$ cat src/hdl/pcxt_glue_pkg.sv
// PC/XT glue package: clock rates, reset counts, CPU speed steps and shared structs
package pcxt_glue_pkg;

	////////////////////////////////////////////////////////////////////////////
	// Rates and accumulator steps
	////////////////////////////////////////////////////////////////////////////

	// Master clock, modulus of every fractional accumulator
	localparam logic [31:0] CLK_HZ        = 32'd50_000_000;

	// Fixed strobe rates
	localparam logic [31:0] AUDIO_STEP    = 32'd44_100;
	localparam logic [31:0] PERIPH_STEP   = 32'd2_386_364;

	// CPU rates, 4.77 / 7.16 / 14.318 MHz
	localparam logic [31:0] CPU_STEP_SLOW = 32'd4_772_727;
	localparam logic [31:0] CPU_STEP_MID  = 32'd7_159_091;
	localparam logic [31:0] CPU_STEP_FAST = 32'd14_318_182;

	// Reset timing in master cycles
	localparam logic [15:0] RESET_STRETCH   = 16'd65_535;
	localparam logic [15:0] CPU_RESET_DELAY = 16'd42;

	// CPU address bus
	localparam int ADDR_W = 20;

	////////////////////////////////////////////////////////////////////////////
	// Types
	////////////////////////////////////////////////////////////////////////////

	// Code 3 unused, treated as slow
	typedef enum logic [1:0] {
		speed_slow = 2'd0,
		speed_mid  = 2'd1,
		speed_fast = 2'd2
	} cpu_speed_t;

	typedef logic [ADDR_W-1:0] addr_t;

	// Menu settings
	typedef struct packed {
		logic       tandy_model;
		logic       mda_mode;
		logic [1:0] scale;        // 0 none, 1 hq2x, 2 CRT 25%, 3 CRT 50%
		logic [1:0] aspect;
		logic [2:0] screen_mode;  // 0 is full colour
		cpu_speed_t cpu_speed;
		logic       adlib_hide;
		logic       ems_disable;
		logic [1:0] ems_frame;
	} glue_settings_t;

	// Soft reset sources, all synchronous
	typedef struct packed {
		logic menu_reset;
		logic user_button;
		logic rom_download;
	} reset_req_t;

	typedef struct packed {
		logic kbd_clk;
		logic kbd_data;
	} ps2_lines_t;

	// Scaler and aspect controls toward the video path
	typedef struct packed {
		logic [12:0] arx;
		logic [12:0] ary;
		logic [1:0]  scanlines;
		logic        scandoubler;
		logic        hq2x;
		logic        color;
	} video_ctrl_t;

endpackage
$ cat src/hdl/pcxt_glue_top.sv
// PC/XT glue top: reset, clock enables, synchronizers, bus glue and video decode
`timescale 1ns/1ps

module pcxt_glue_top (
	input  logic                          CLK_50M,
	input  logic                          reset_wire,
	input  pcxt_glue_pkg::glue_settings_t settings,
	input  pcxt_glue_pkg::reset_req_t     reset_req,
	input  logic                          bus_idle,
	input  logic                          ale,
	input  logic                          opl2_ref,
	input  pcxt_glue_pkg::addr_t          cpu_ad,
	input  logic [7:0]                    port_b,
	input  pcxt_glue_pkg::ps2_lines_t     ps2_raw,
	output logic                          sys_reset,
	output logic                          cpu_reset,
	output logic                          cpu_cen,
	output logic                          turbo_mode,
	output logic                          periph_cen,
	output logic                          audio_cen,
	output logic                          opl2_cen,
	output pcxt_glue_pkg::addr_t          cpu_address,
	output logic [3:0]                    port_c_sw,
	output pcxt_glue_pkg::ps2_lines_t     ps2_sync,
	output pcxt_glue_pkg::video_ctrl_t    video_ctrl
);

	////////////////////////////////////////////////////////////////////////////
	// Reset and clock enables
	////////////////////////////////////////////////////////////////////////////

	reset_sequencer u_reset_sequencer (
		.CLK_50M    (CLK_50M),
		.reset_wire (reset_wire),
		.reset_req  (reset_req),
		.sys_reset  (sys_reset),
		.cpu_reset  (cpu_reset)
	);

	// Held slow under every system reset, soft ones included
	cpu_clock_gen u_cpu_clock_gen (
		.CLK_50M    (CLK_50M),
		.reset_wire (sys_reset),
		.settings   (settings),
		.bus_idle   (bus_idle),
		.cpu_cen    (cpu_cen),
		.turbo_mode (turbo_mode)
	);

	// 2.386 MHz peripheral clock
	rate_strobe #(.STEP(pcxt_glue_pkg::PERIPH_STEP)) u_periph_strobe (
		.CLK_50M    (CLK_50M),
		.reset_wire (reset_wire),
		.strobe     (periph_cen)
	);

	// 44.1 kHz sample rate
	rate_strobe #(.STEP(pcxt_glue_pkg::AUDIO_STEP)) u_audio_strobe (
		.CLK_50M    (CLK_50M),
		.reset_wire (reset_wire),
		.strobe     (audio_cen)
	);

	////////////////////////////////////////////////////////////////////////////
	// Async inputs
	////////////////////////////////////////////////////////////////////////////

	sync_chain #(.data_t(pcxt_glue_pkg::ps2_lines_t)) ps2_in (
		.CLK_50M    (CLK_50M),
		.reset_wire (reset_wire),
		.d          (ps2_raw),
		.q          (ps2_sync),
		.rise       ()
	);

	// Rising edge of the reference is the OPL2 enable
	sync_chain #(.data_t(logic)) opl2_in (
		.CLK_50M    (CLK_50M),
		.reset_wire (reset_wire),
		.d          (opl2_ref),
		.q          (),
		.rise       (opl2_cen)
	);

	////////////////////////////////////////////////////////////////////////////
	// Bus and video
	////////////////////////////////////////////////////////////////////////////

	cpu_bus_glue u_cpu_bus_glue (
		.CLK_50M     (CLK_50M),
		.reset_wire  (reset_wire),
		.ale         (ale),
		.cpu_ad      (cpu_ad),
		.port_b      (port_b),
		.settings    (settings),
		.cpu_address (cpu_address),
		.port_c_sw   (port_c_sw)
	);

	video_option_decode u_video_option_decode (
		.settings   (settings),
		.video_ctrl (video_ctrl)
	);

endmodule

$ cat src/hdl/video_option_decode.sv
// Video option decode: aspect ratio, scanlines, scaler select and colour flag
`timescale 1ns/1ps

module video_option_decode (
	input  pcxt_glue_pkg::glue_settings_t settings,
	output pcxt_glue_pkg::video_ctrl_t    video_ctrl
);

	always_comb begin
		////////////////////////////////////////////////////////////////////////
		// Aspect
		////////////////////////////////////////////////////////////////////////
		if (settings.aspect == 2'd0) begin
			// Original 4:3
			video_ctrl.arx = 13'd4;
			video_ctrl.ary = 13'd3;
		end else begin
			// Full screen or custom ratio index
			video_ctrl.arx = {11'd0, settings.aspect - 2'd1};
			video_ctrl.ary = 13'd0;
		end

		////////////////////////////////////////////////////////////////////////
		// Scaler
		////////////////////////////////////////////////////////////////////////

		// 50% mask on bit 1, 25% on bit 0
		video_ctrl.scanlines   = {settings.scale == 2'd3, settings.scale == 2'd2};
		// Any effect needs the doubler
		video_ctrl.scandoubler = settings.scale != 2'd0;
		video_ctrl.hq2x        = settings.scale == 2'd1;

		// Mono tints are nonzero modes
		video_ctrl.color = settings.screen_mode == 3'd0;
	end

endmodule

$ cat src/hdl/cpu_bus_glue.sv
// CPU bus glue: multiplexed address latch and DIP-switch nibble on port C
`timescale 1ns/1ps

module cpu_bus_glue (
	input  logic                          CLK_50M,
	input  logic                          reset_wire,
	input  logic                          ale,
	input  pcxt_glue_pkg::addr_t          cpu_ad,
	input  logic [7:0]                    port_b,
	input  pcxt_glue_pkg::glue_settings_t settings,
	output pcxt_glue_pkg::addr_t          cpu_address,
	output logic [3:0]                    port_c_sw
);

	logic [7:0] sw;

	// Address phase of the AD bus
	always_ff @(posedge CLK_50M or posedge reset_wire) begin
		if (reset_wire) begin
			cpu_address <= '0;
		end else if (ale) begin
			cpu_address <= cpu_ad;
		end
	end

	////////////////////////////////////////////////////////////////////////////
	// Switch read
	////////////////////////////////////////////////////////////////////////////

	// MDA 80 col or CGA 80 col, one floppy
	assign sw = settings.mda_mode ? 8'h3D : 8'h2D;

	// Port B bit 3 picks the nibble
	assign port_c_sw = port_b[3] ? sw[7:4] : sw[3:0];

endmodule

$ cat src/hdl/cpu_clock_gen.sv
// CPU clock-enable generator with bus-idle speed latch and turbo flag
`timescale 1ns/1ps

module cpu_clock_gen (
	input  logic                          CLK_50M,
	input  logic                          reset_wire,
	input  pcxt_glue_pkg::glue_settings_t settings,
	input  logic                          bus_idle,
	output logic                          cpu_cen,
	output logic                          turbo_mode
);

	pcxt_glue_pkg::cpu_speed_t active_speed;
	logic [31:0]               step;
	logic [31:0]               acc;
	logic [31:0]               acc_next;

	// Speed change only between bus cycles
	always_ff @(posedge CLK_50M or posedge reset_wire) begin
		if (reset_wire) begin
			active_speed <= pcxt_glue_pkg::speed_slow;
		end else if (bus_idle) begin
			active_speed <= settings.cpu_speed;
		end
	end

	// Anything above 4.77 MHz
	assign turbo_mode = (active_speed == pcxt_glue_pkg::speed_mid) ||
		(active_speed == pcxt_glue_pkg::speed_fast);

	// Step table, unused code runs slow
	always_comb begin
		case (active_speed)
			pcxt_glue_pkg::speed_mid:  step = pcxt_glue_pkg::CPU_STEP_MID;
			pcxt_glue_pkg::speed_fast: step = pcxt_glue_pkg::CPU_STEP_FAST;
			default:                   step = pcxt_glue_pkg::CPU_STEP_SLOW;
		endcase
	end

	assign acc_next = acc + step;

	// Fractional divider, one pulse per wrap
	always_ff @(posedge CLK_50M or posedge reset_wire) begin
		if (reset_wire) begin
			acc     <= '0;
			cpu_cen <= 1'b0;
		end else if (acc_next >= pcxt_glue_pkg::CLK_HZ) begin
			acc     <= acc_next - pcxt_glue_pkg::CLK_HZ;
			cpu_cen <= 1'b1;
		end else begin
			acc     <= acc_next;
			cpu_cen <= 1'b0;
		end
	end

endmodule

$ cat src/hdl/reset_sequencer.sv
// Reset sequencer: merges reset sources, stretches system reset, delays CPU reset
`timescale 1ns/1ps

module reset_sequencer (
	input  logic                      CLK_50M,
	input  logic                      reset_wire,
	input  pcxt_glue_pkg::reset_req_t reset_req,
	output logic                      sys_reset,
	output logic                      cpu_reset
);

	logic        req_q;
	logic [15:0] stretch_count;
	logic        cpu_sync;
	logic [15:0] cpu_count;

	////////////////////////////////////////////////////////////////////////////
	// System reset
	////////////////////////////////////////////////////////////////////////////

	always_ff @(posedge CLK_50M or posedge reset_wire) begin
		if (reset_wire) begin
			req_q         <= 1'b0;
			sys_reset     <= 1'b1;
			stretch_count <= '0;
		end else begin
			// Any soft request
			req_q <= |reset_req;
			if (req_q) begin
				// Restart the stretch
				sys_reset     <= 1'b1;
				stretch_count <= '0;
			end else if (sys_reset) begin
				if (stretch_count != pcxt_glue_pkg::RESET_STRETCH) begin
					stretch_count <= stretch_count + 16'd1;
				end else begin
					sys_reset <= 1'b0;
				end
			end
		end
	end

	////////////////////////////////////////////////////////////////////////////
	// CPU reset
	////////////////////////////////////////////////////////////////////////////

	always_ff @(posedge CLK_50M or posedge reset_wire) begin
		if (reset_wire) begin
			cpu_sync  <= 1'b1;
			cpu_reset <= 1'b1;
			cpu_count <= '0;
		end else begin
			// Resync of system reset release
			cpu_sync <= sys_reset | req_q;
			// Set together with sys_reset on a soft request
			if (req_q || sys_reset || cpu_sync) begin
				cpu_reset <= 1'b1;
				cpu_count <= '0;
			end else if (cpu_count != pcxt_glue_pkg::CPU_RESET_DELAY) begin
				cpu_count <= cpu_count + 16'd1;
			end else begin
				cpu_reset <= 1'b0;
			end
		end
	end

endmodule

$ cat src/hdl/rate_strobe.sv
// Fixed-rate strobe from a fractional accumulator wrapping at the master clock
`timescale 1ns/1ps

module rate_strobe #(
	// Below CLK_HZ/2 so strobes never touch
	parameter logic [31:0] STEP = pcxt_glue_pkg::AUDIO_STEP
) (
	input  logic CLK_50M,
	input  logic reset_wire,
	output logic strobe
);

	logic [31:0] acc;
	logic [31:0] acc_next;

	assign acc_next = acc + STEP;

	always_ff @(posedge CLK_50M or posedge reset_wire) begin
		if (reset_wire) begin
			acc    <= '0;
			strobe <= 1'b0;
		end else if (acc_next >= pcxt_glue_pkg::CLK_HZ) begin
			// Wrap, keep the remainder
			acc    <= acc_next - pcxt_glue_pkg::CLK_HZ;
			strobe <= 1'b1;
		end else begin
			acc    <= acc_next;
			strobe <= 1'b0;
		end
	end

endmodule

$ cat src/hdl/sync_chain.sv
// Two-stage synchronizer with per-bit rising-edge pulse
`timescale 1ns/1ps

module sync_chain #(
	parameter type data_t = logic
) (
	input  logic  CLK_50M,
	input  logic  reset_wire,
	input  data_t d,
	output data_t q,
	output data_t rise
);

	data_t meta;
	data_t prev;

	always_ff @(posedge CLK_50M or posedge reset_wire) begin
		if (reset_wire) begin
			meta <= data_t'('0);
			q    <= data_t'('0);
			prev <= data_t'('0);
		end else begin
			// Metastability pair
			meta <= d;
			q    <= meta;
			// Previous synced value
			prev <= q;
		end
	end

	// High for the first cycle q reads 1
	assign rise = data_t'(q & ~prev);

endmodule

$ cat config.mk
export PLATFORM = sky130hd
export DESIGN_NAME = pcxt_glue_top
export DESIGN_NICKNAME = d
export VERILOG_FILES = /design/src/hdl/pcxt_glue_pkg.sv /design/src/hdl/pcxt_glue_top.sv /design/src/hdl/video_option_decode.sv /design/src/hdl/cpu_bus_glue.sv /design/src/hdl/cpu_clock_gen.sv /design/src/hdl/reset_sequencer.sv /design/src/hdl/rate_strobe.sv /design/src/hdl/sync_chain.sv
export SDC_FILE = /design/constraint.sdc
export NUM_CORES = 1
export LEC_CHECK = 0
export CAP_MARGIN = 20
export CORE_ASPECT_RATIO = 1.5
export CORE_UTILIZATION = 65
export DETAILED_ROUTE_END_ITERATION = 6
export DONT_BUFFER_PORTS = 1
export PLACE_DENSITY = 0.88
export SLEW_MARGIN = 20
export SYNTH_ARGS = -nofsm -noshare
export SYNTH_HDL_FRONTEND = slang
export SYNTH_HIERARCHICAL = 1
export SYNTH_SLANG_ARGS = --single-unit
$ cat constraint.sdc
create_clock -name CLK_50M -period 3.9 [get_ports CLK_50M]
set_clock_uncertainty 0.2 [all_clocks]
set_input_delay 0.78 -clock CLK_50M [delete_from_list [all_inputs] [get_ports CLK_50M]]
set_output_delay 0.78 -clock CLK_50M [all_outputs]
set_load 0.005 [all_outputs]
## Yosys cells after proc, flatten, opt, wreduce, memory -nomap -nowiden

Index checks and enable logic that the tools add are counted.

| word-level totals | value |
|---|---|
| register bits | 164 |
| bits of input ports | 53 |
| output and inout port bits | 64 |
| logic and storage cells | 75 |

| operators by class | value |
|---|---|
| add/sub/neg operators | 9 |
| magnitude comparators | 3 |
| eq/ne operators | 8 |
| mux-type cells | 20 |
| bitwise gates (word level) | 3 |
| reductions and logical operators | 11 |

Operators by type and width:

| kind | count |
|---|---|
| greater-or-equal comparator 32 x 26 -> 1 bit, second input constant | 3 |
| two-way mux 16 bit | 6 |
| two-way mux 32 bit | 3 |
| subtractor 32 x 26 -> 32 bit, second input constant | 3 |
| case mux 24 bit (2 select lines) | 1 |
| adder 16 x 1 -> 16 bit, second input constant | 2 |
| adder 32 x 16 -> 32 bit, second input constant | 1 |
| adder 32 x 22 -> 32 bit, second input constant | 1 |
| adder 32 x 24 -> 32 bit | 1 |
| != test 16 bit, second input constant | 1 |
| != test 16 x 6 -> 1 bit, second input constant | 1 |
| two-way mux 1 bit | 8 |
| nonzero test 2 bit | 4 |
| == test 2 bit, second input constant | 3 |
| two-way mux 5 bit | 1 |
| == test 2 x 1 -> 1 bit, second input constant | 2 |
| two-way mux 4 bit | 1 |
| zero test 3 bit | 1 |
| logical OR 1 bit | 3 |
| OR reduction 3 bit | 1 |
| zero test 2 bit | 1 |
| != test 2 x 1 -> 1 bit, second input constant | 1 |
| AND reduction 2 bit | 1 |
| subtractor 2 x 1 -> 2 bit, second input constant | 1 |
| 3 further kinds | 3 |

## Longest topological paths before layout

| depth | value |
|---|---|
| depth in word-level cells | 5 |
| gate-level depth with buffers | 19 |

## Cells and area by module

The synthesis kept the hierarchy.

Modules (own cells, without submodules):

| module | instances | cells an instance | area each (µm²) | seq. area each (µm²) |
|---|---|---|---|---|
| cpu_clock_gen | 1 | 419 | 3,527.1 | 875.8 |
| rate_strobe at u_periph_strobe | 1 | 291 | 2,598.7 | 775.7 |
| rate_strobe at u_audio_strobe | 1 | 290 | 2,568.7 | 775.7 |
| reset_sequencer | 1 | 193 | 1,916.8 | 904.6 |
| cpu_bus_glue | 1 | 47 | 852.1 | 500.5 |
| video_option_decode | 1 | 32 | 222.7 | 0.0 |
| sync_chain at ps2_in | 1 | 9 | 181.4 | 150.1 |
| sync_chain at opl2_in | 1 | 5 | 92.6 | 75.1 |

## Worst setup path before layout

Ideal clock, no wire load.

| timing | value |
|---|---|
| kind | reg2reg |
| start | reg u_cpu_clock_gen.active_speed[0] |
| end | reg u_cpu_clock_gen.acc[19] |
| arrival time | 3,868 ps |
| slack | -306 ps |
| cell stages (with the launch flop) | 20 |
| clock period less this slack | 4,206 ps |
| cell sequence | dfrtp_1 -> inv_1 -> ha_1 -> buf_2 -> inv_1 -> ha_1 -> inv_1 -> ha_1 -> nor2b_1 -> o21ai_1 -> a22o_1 -> o31ai_1 -> a21oi_1 -> o21a_1 -> or3b_2 -> nor3_2 -> buf_4 -> buf_6 -> a21oi_1 -> xnor2_1 |

| between the ends | value |
|---|---|
| cells in the longest elaborated chain, start to end | 5 |
| elaborated cells on any way between the ends | 7 |
| classes of those cells | add/sub (2); order compare (1); eq/ne (2); mux (2) |

RTL lines:

| what | line | text |
|---|---|---|
| start: declaration | cpu_clock_gen.sv:13 | `pcxt_glue_pkg::cpu_speed_t active_speed;` |
| start signal: assignment | cpu_clock_gen.sv:21 | `active_speed <= pcxt_glue_pkg::speed_slow;` |
| start signal: assignment | cpu_clock_gen.sv:23 | `active_speed <= settings.cpu_speed;` |
| == test 2 bit or == test 2 x 1 -> 1 bit (tied branches) | cpu_clock_gen.sv:33 | `case (active_speed)` |
| case mux 24 bit (2 select lines) (*) | cpu_clock_gen.sv:33 |  |
| adder 32 x 24 -> 32 bit (*) | cpu_clock_gen.sv:40 | `assign acc_next = acc + step;` |
| subtractor 32 x 26 -> 32 bit or greater-or-equal comparator 32 x 26 -> 1 bit (tied branches) | cpu_clock_gen.sv:48, cpu_clock_gen.sv:47 |  |
| two-way mux 32 bit (*) | cpu_clock_gen.sv:47 | `end else if (acc_next >= pcxt_glue_pkg::CLK_HZ) begin` |
| end signal: assignment | cpu_clock_gen.sv:48 | `acc <= acc_next - pcxt_glue_pkg::CLK_HZ;` |
| end signal: assignment | cpu_clock_gen.sv:51 | `acc <= acc_next;` |
| end: declaration | cpu_clock_gen.sv:15 | `logic [31:0] acc;` |

Every way passes the cells marked *; elsewhere a longest branch is shown, timed or not.
A chain may end at the register's enable or synchronous reset.

## Worst setup path after layout

| timing | value |
|---|---|
| start | reg u_cpu_clock_gen.active_speed[0] |
| end | reg u_cpu_clock_gen.acc[22] |

The elaborated chain is that of the path after synthesis.

==> summary.md <==
| Metric | Value |
|---|---|
| YS warnings | `6` |
| Cts bufs inserted | `17` |
| WS Path Type | `reg -> reg` |
| Clock power share | `17.6%` |
| Row Count | `60` |
| Die Area | `18800 um2` |
| Layout area overhead | `20.9%` |
| Util after Layout | `80.1%` |
| Buf+Inv Stages, Crit Path | `5` |
| Most common cell after layout, fill and taps aside | `dfrtp_1` |
| # DRC | `0` |
| Comb pwr share | `60.4%` |
| Worst EP required | `4.04 ns` |
| CTS tree | `built` |
| Violations in the final reports | `negative setup slack` |
| Pint | `5.87 mW` |
| GRT Total Usage | `34.7%` |
| Design Power | `10.2 mW` |
| Worst R2R End | `u_cpu_clock_gen/acc[22]` |
| Fmax achieved | `0.228 GHz` |
| Net switching power | `4.37 mW` |
| Uppermost layer routed | `met4` |
| Slew HR | `43.9%` |
| Setup WS pre-CTS | `-0.302 ns` |
| Worst path top cell family by delay | `compound AO/OA/AOI/OAI gates` |
| CP Data Arrival Time | `4.54 ns` |
| Routed WL | `37600 um` |
| Reg2reg setup slack | `-0.50 ns` |
| Non-Filler Instances | `1628` |
| Critical path, cell by cell | `buf_6 > ha_4 > inv_6 > buf_4 > ha_4 > nor2b_2 > nand3_1 > o221ai_2 > buf_4 > o2111ai_4 > a311oi_2 > xnor2_1 > nand3_2 > nor3_4 > buf_6 > a311oi_4 > xnor2_1` |
| Leakage | `5.81 nW` |
| Worst-Skew Late Latency | `0.45 ns` |
| Core footprint | `17900 um2` |
| Worst-path clk slew | `0.08 ns` |
| Clock sinks | `160` |
| Ratio of cells with drive above 1 in the final layout | `26.6%` |
| Worst reg2reg path depth | `17` |
| Reg2Reg Launch Point | `u_cpu_clock_gen/active_speed[0]` |
| Worst Setup End Kind | `register` |
| Grt ovf | `0` |
| Die W | `112 um` |
| Metal2 WL | `19100 um` |
| Net count, final | `1472` |
| H-tree depth | `4` |
| Power Dens Cells | `713 nW/um2` |
| DRT antenna net count | `0` |
| Metal3 WL | `2820 um` |
| Clock root cell | `clkbuf_16` |
| Max_cap viols | `0` |
| Drt via density | `7.12` |
| Syn Area/Cell | `9.27 um2` |
| Final hold violations | `0` |
| Placed Cells | `1559` |
| Hold_ws | `0.102 ns` |
| Cells after Synth | `1282` |
| Startpoint class of the critical path | `register` |
| Fin crit share | `113%` |
| Min cycle time layout | `4.40 ns` |
| # fillers | `1033` |
| Unrepaired setup endpoints after global routing | `yes` |
| First drt pass iteration count | `6` |
| Worst-Margin Slew | `0.842 ns` |
| Fin worst setup slack | `-0.495 ns` |
| Starting density of the core | `66.2%` |
| Port bufs | `0` |
| Status | `finished with violations` |
| Global-route wire length before repair | `52600 um` |
| Crit-path max FO | `5` |
| Hold Crit Class | `in -> async` |
| CTS Buffer Depth | `2` |
| Ports | `117` |
| Drt wl/cell | `23.1 um` |
| Switching share of power | `42.7%` |
| Initial antenna violation count | `2` |
| Final setup violation count | `26` |
| Post-Syn Area | `11900 um2` |
| Die span in y | `168 um` |
| Via Count | `11600` |
| DRT iter0 DRCs | `1318` |
| Slowest stage cell, crit path | `a311oi_2` |
| Met1 wire length | `12800 um` |
| Worst VDD drop | `0.000426 V` |
| Slowest stage delay, CP | `0.48 ns` |
| Seq pwr share | `22.1%` |
| Routability cong. | `0.941` |
| Leading cell types in the layout, fill and taps excluded | `dfrtp_1, buf_4, xnor2_1` |
| Vias in the first global route | `11100` |
| DP HPWL | `21400 um` |
| Largest net degree at the start of global routing | `37` |
| Slew Limit Fails | `0` |
-- layout make-up --
class / instances / area (um2) / area share (%)
diodes: 1 / 2.50 / 0.0174
clock buffers: 17 / 425 / 2.96
clock inverters: 15 / 211 / 1.47
inverters: 51 / 204 / 1.42
multi-input cells: 1005 / 7890 / 54.9
flip-flops and latches: 160 / 4010 / 27.9
well taps: 217 / 272 / 1.89
repair buffers: 162 / 1350 / 9.42
-- how the worst max path moves through the flow --
stage / from / end / slack, ns / cells past startpoint
detailed placement: u_cpu_clock_gen/active_speed[1] / u_cpu_clock_gen/acc[28] / -0.30 / 16
floorplan: u_cpu_clock_gen/active_speed[1] / u_cpu_clock_gen/acc[11] / -0.12 / 16
finish: u_cpu_clock_gen/active_speed[0] / u_cpu_clock_gen/acc[22] / -0.50 / 17
global placement: u_cpu_clock_gen/active_speed[1] / u_cpu_clock_gen/acc[11] / -0.19 / 17
CTS: u_cpu_clock_gen/active_speed[0] / u_cpu_clock_gen/acc[21] / -0.06 / 15
global route: u_cpu_clock_gen/active_speed[0] / u_cpu_clock_gen/acc[8] / -0.71 / 18
-- power groups by stage --
stage / Sequential [mW] / Clock, mW / Combinational [mW]
floorplan: 2.06 / 0 / 2.91
global placement: 2.19 / 0 / 4.33
detailed placement: 2.21 / 0 / 4.45
CTS: 2.20 / 1.82 / 4.89
global route: 2.27 / 1.88 / 6.42
finish: 2.26 / 1.80 / 6.18
-- routing by layer --
metal,track usage [%],up-vias
li1,-,4915
met1,35.9,5589
met2,64.9,778
met3,5.72,302
met4,21.3,0
met5,0,-
-- registers in the layout, indices dropped and copies added (netlist names) --
signal and count:
u_cpu_clock_gen/acc 32, u_audio_strobe/acc 30, u_periph_strobe/acc 30, u_cpu_bus_glue/cpu_address 20, u_reset_sequencer/cpu_count 16, u_reset_sequencer/stretch_count 16, ps2_in/meta 2, ps2_in/q 2
u_cpu_clock_gen/active_speed 2, opl2_in/meta 1, opl2_in/prev 1, opl2_in/q 1, u_audio_strobe/strobe 1, u_cpu_clock_gen/cpu_cen 1, u_periph_strobe/strobe 1, u_reset_sequencer/cpu_reset 1
u_reset_sequencer/cpu_sync 1, u_reset_sequencer/req_q 1, u_reset_sequencer/sys_reset 1
-- per-stage QoR --
step | TNS (ns) | area (um2)
after floorplan | -1.07 | 12100
after global placement | -2.95 | 12800
after detailed placement | -5.45 | 12800
after CTS | -0.186 | 13800
after global routing | -15.84 | 14400
final | -11.24 | 14400
-- timing repair --
item,CTS,global route
cloned,0,1
resized for setup,48,73
endpoints found under the setup margin,26,46
hold buffers,1,0
setup buffers,11,25
endpoints found under the hold margin,7,0
pin swaps,18,28
No activity file was read; power rests on OpenSTA's default activity.
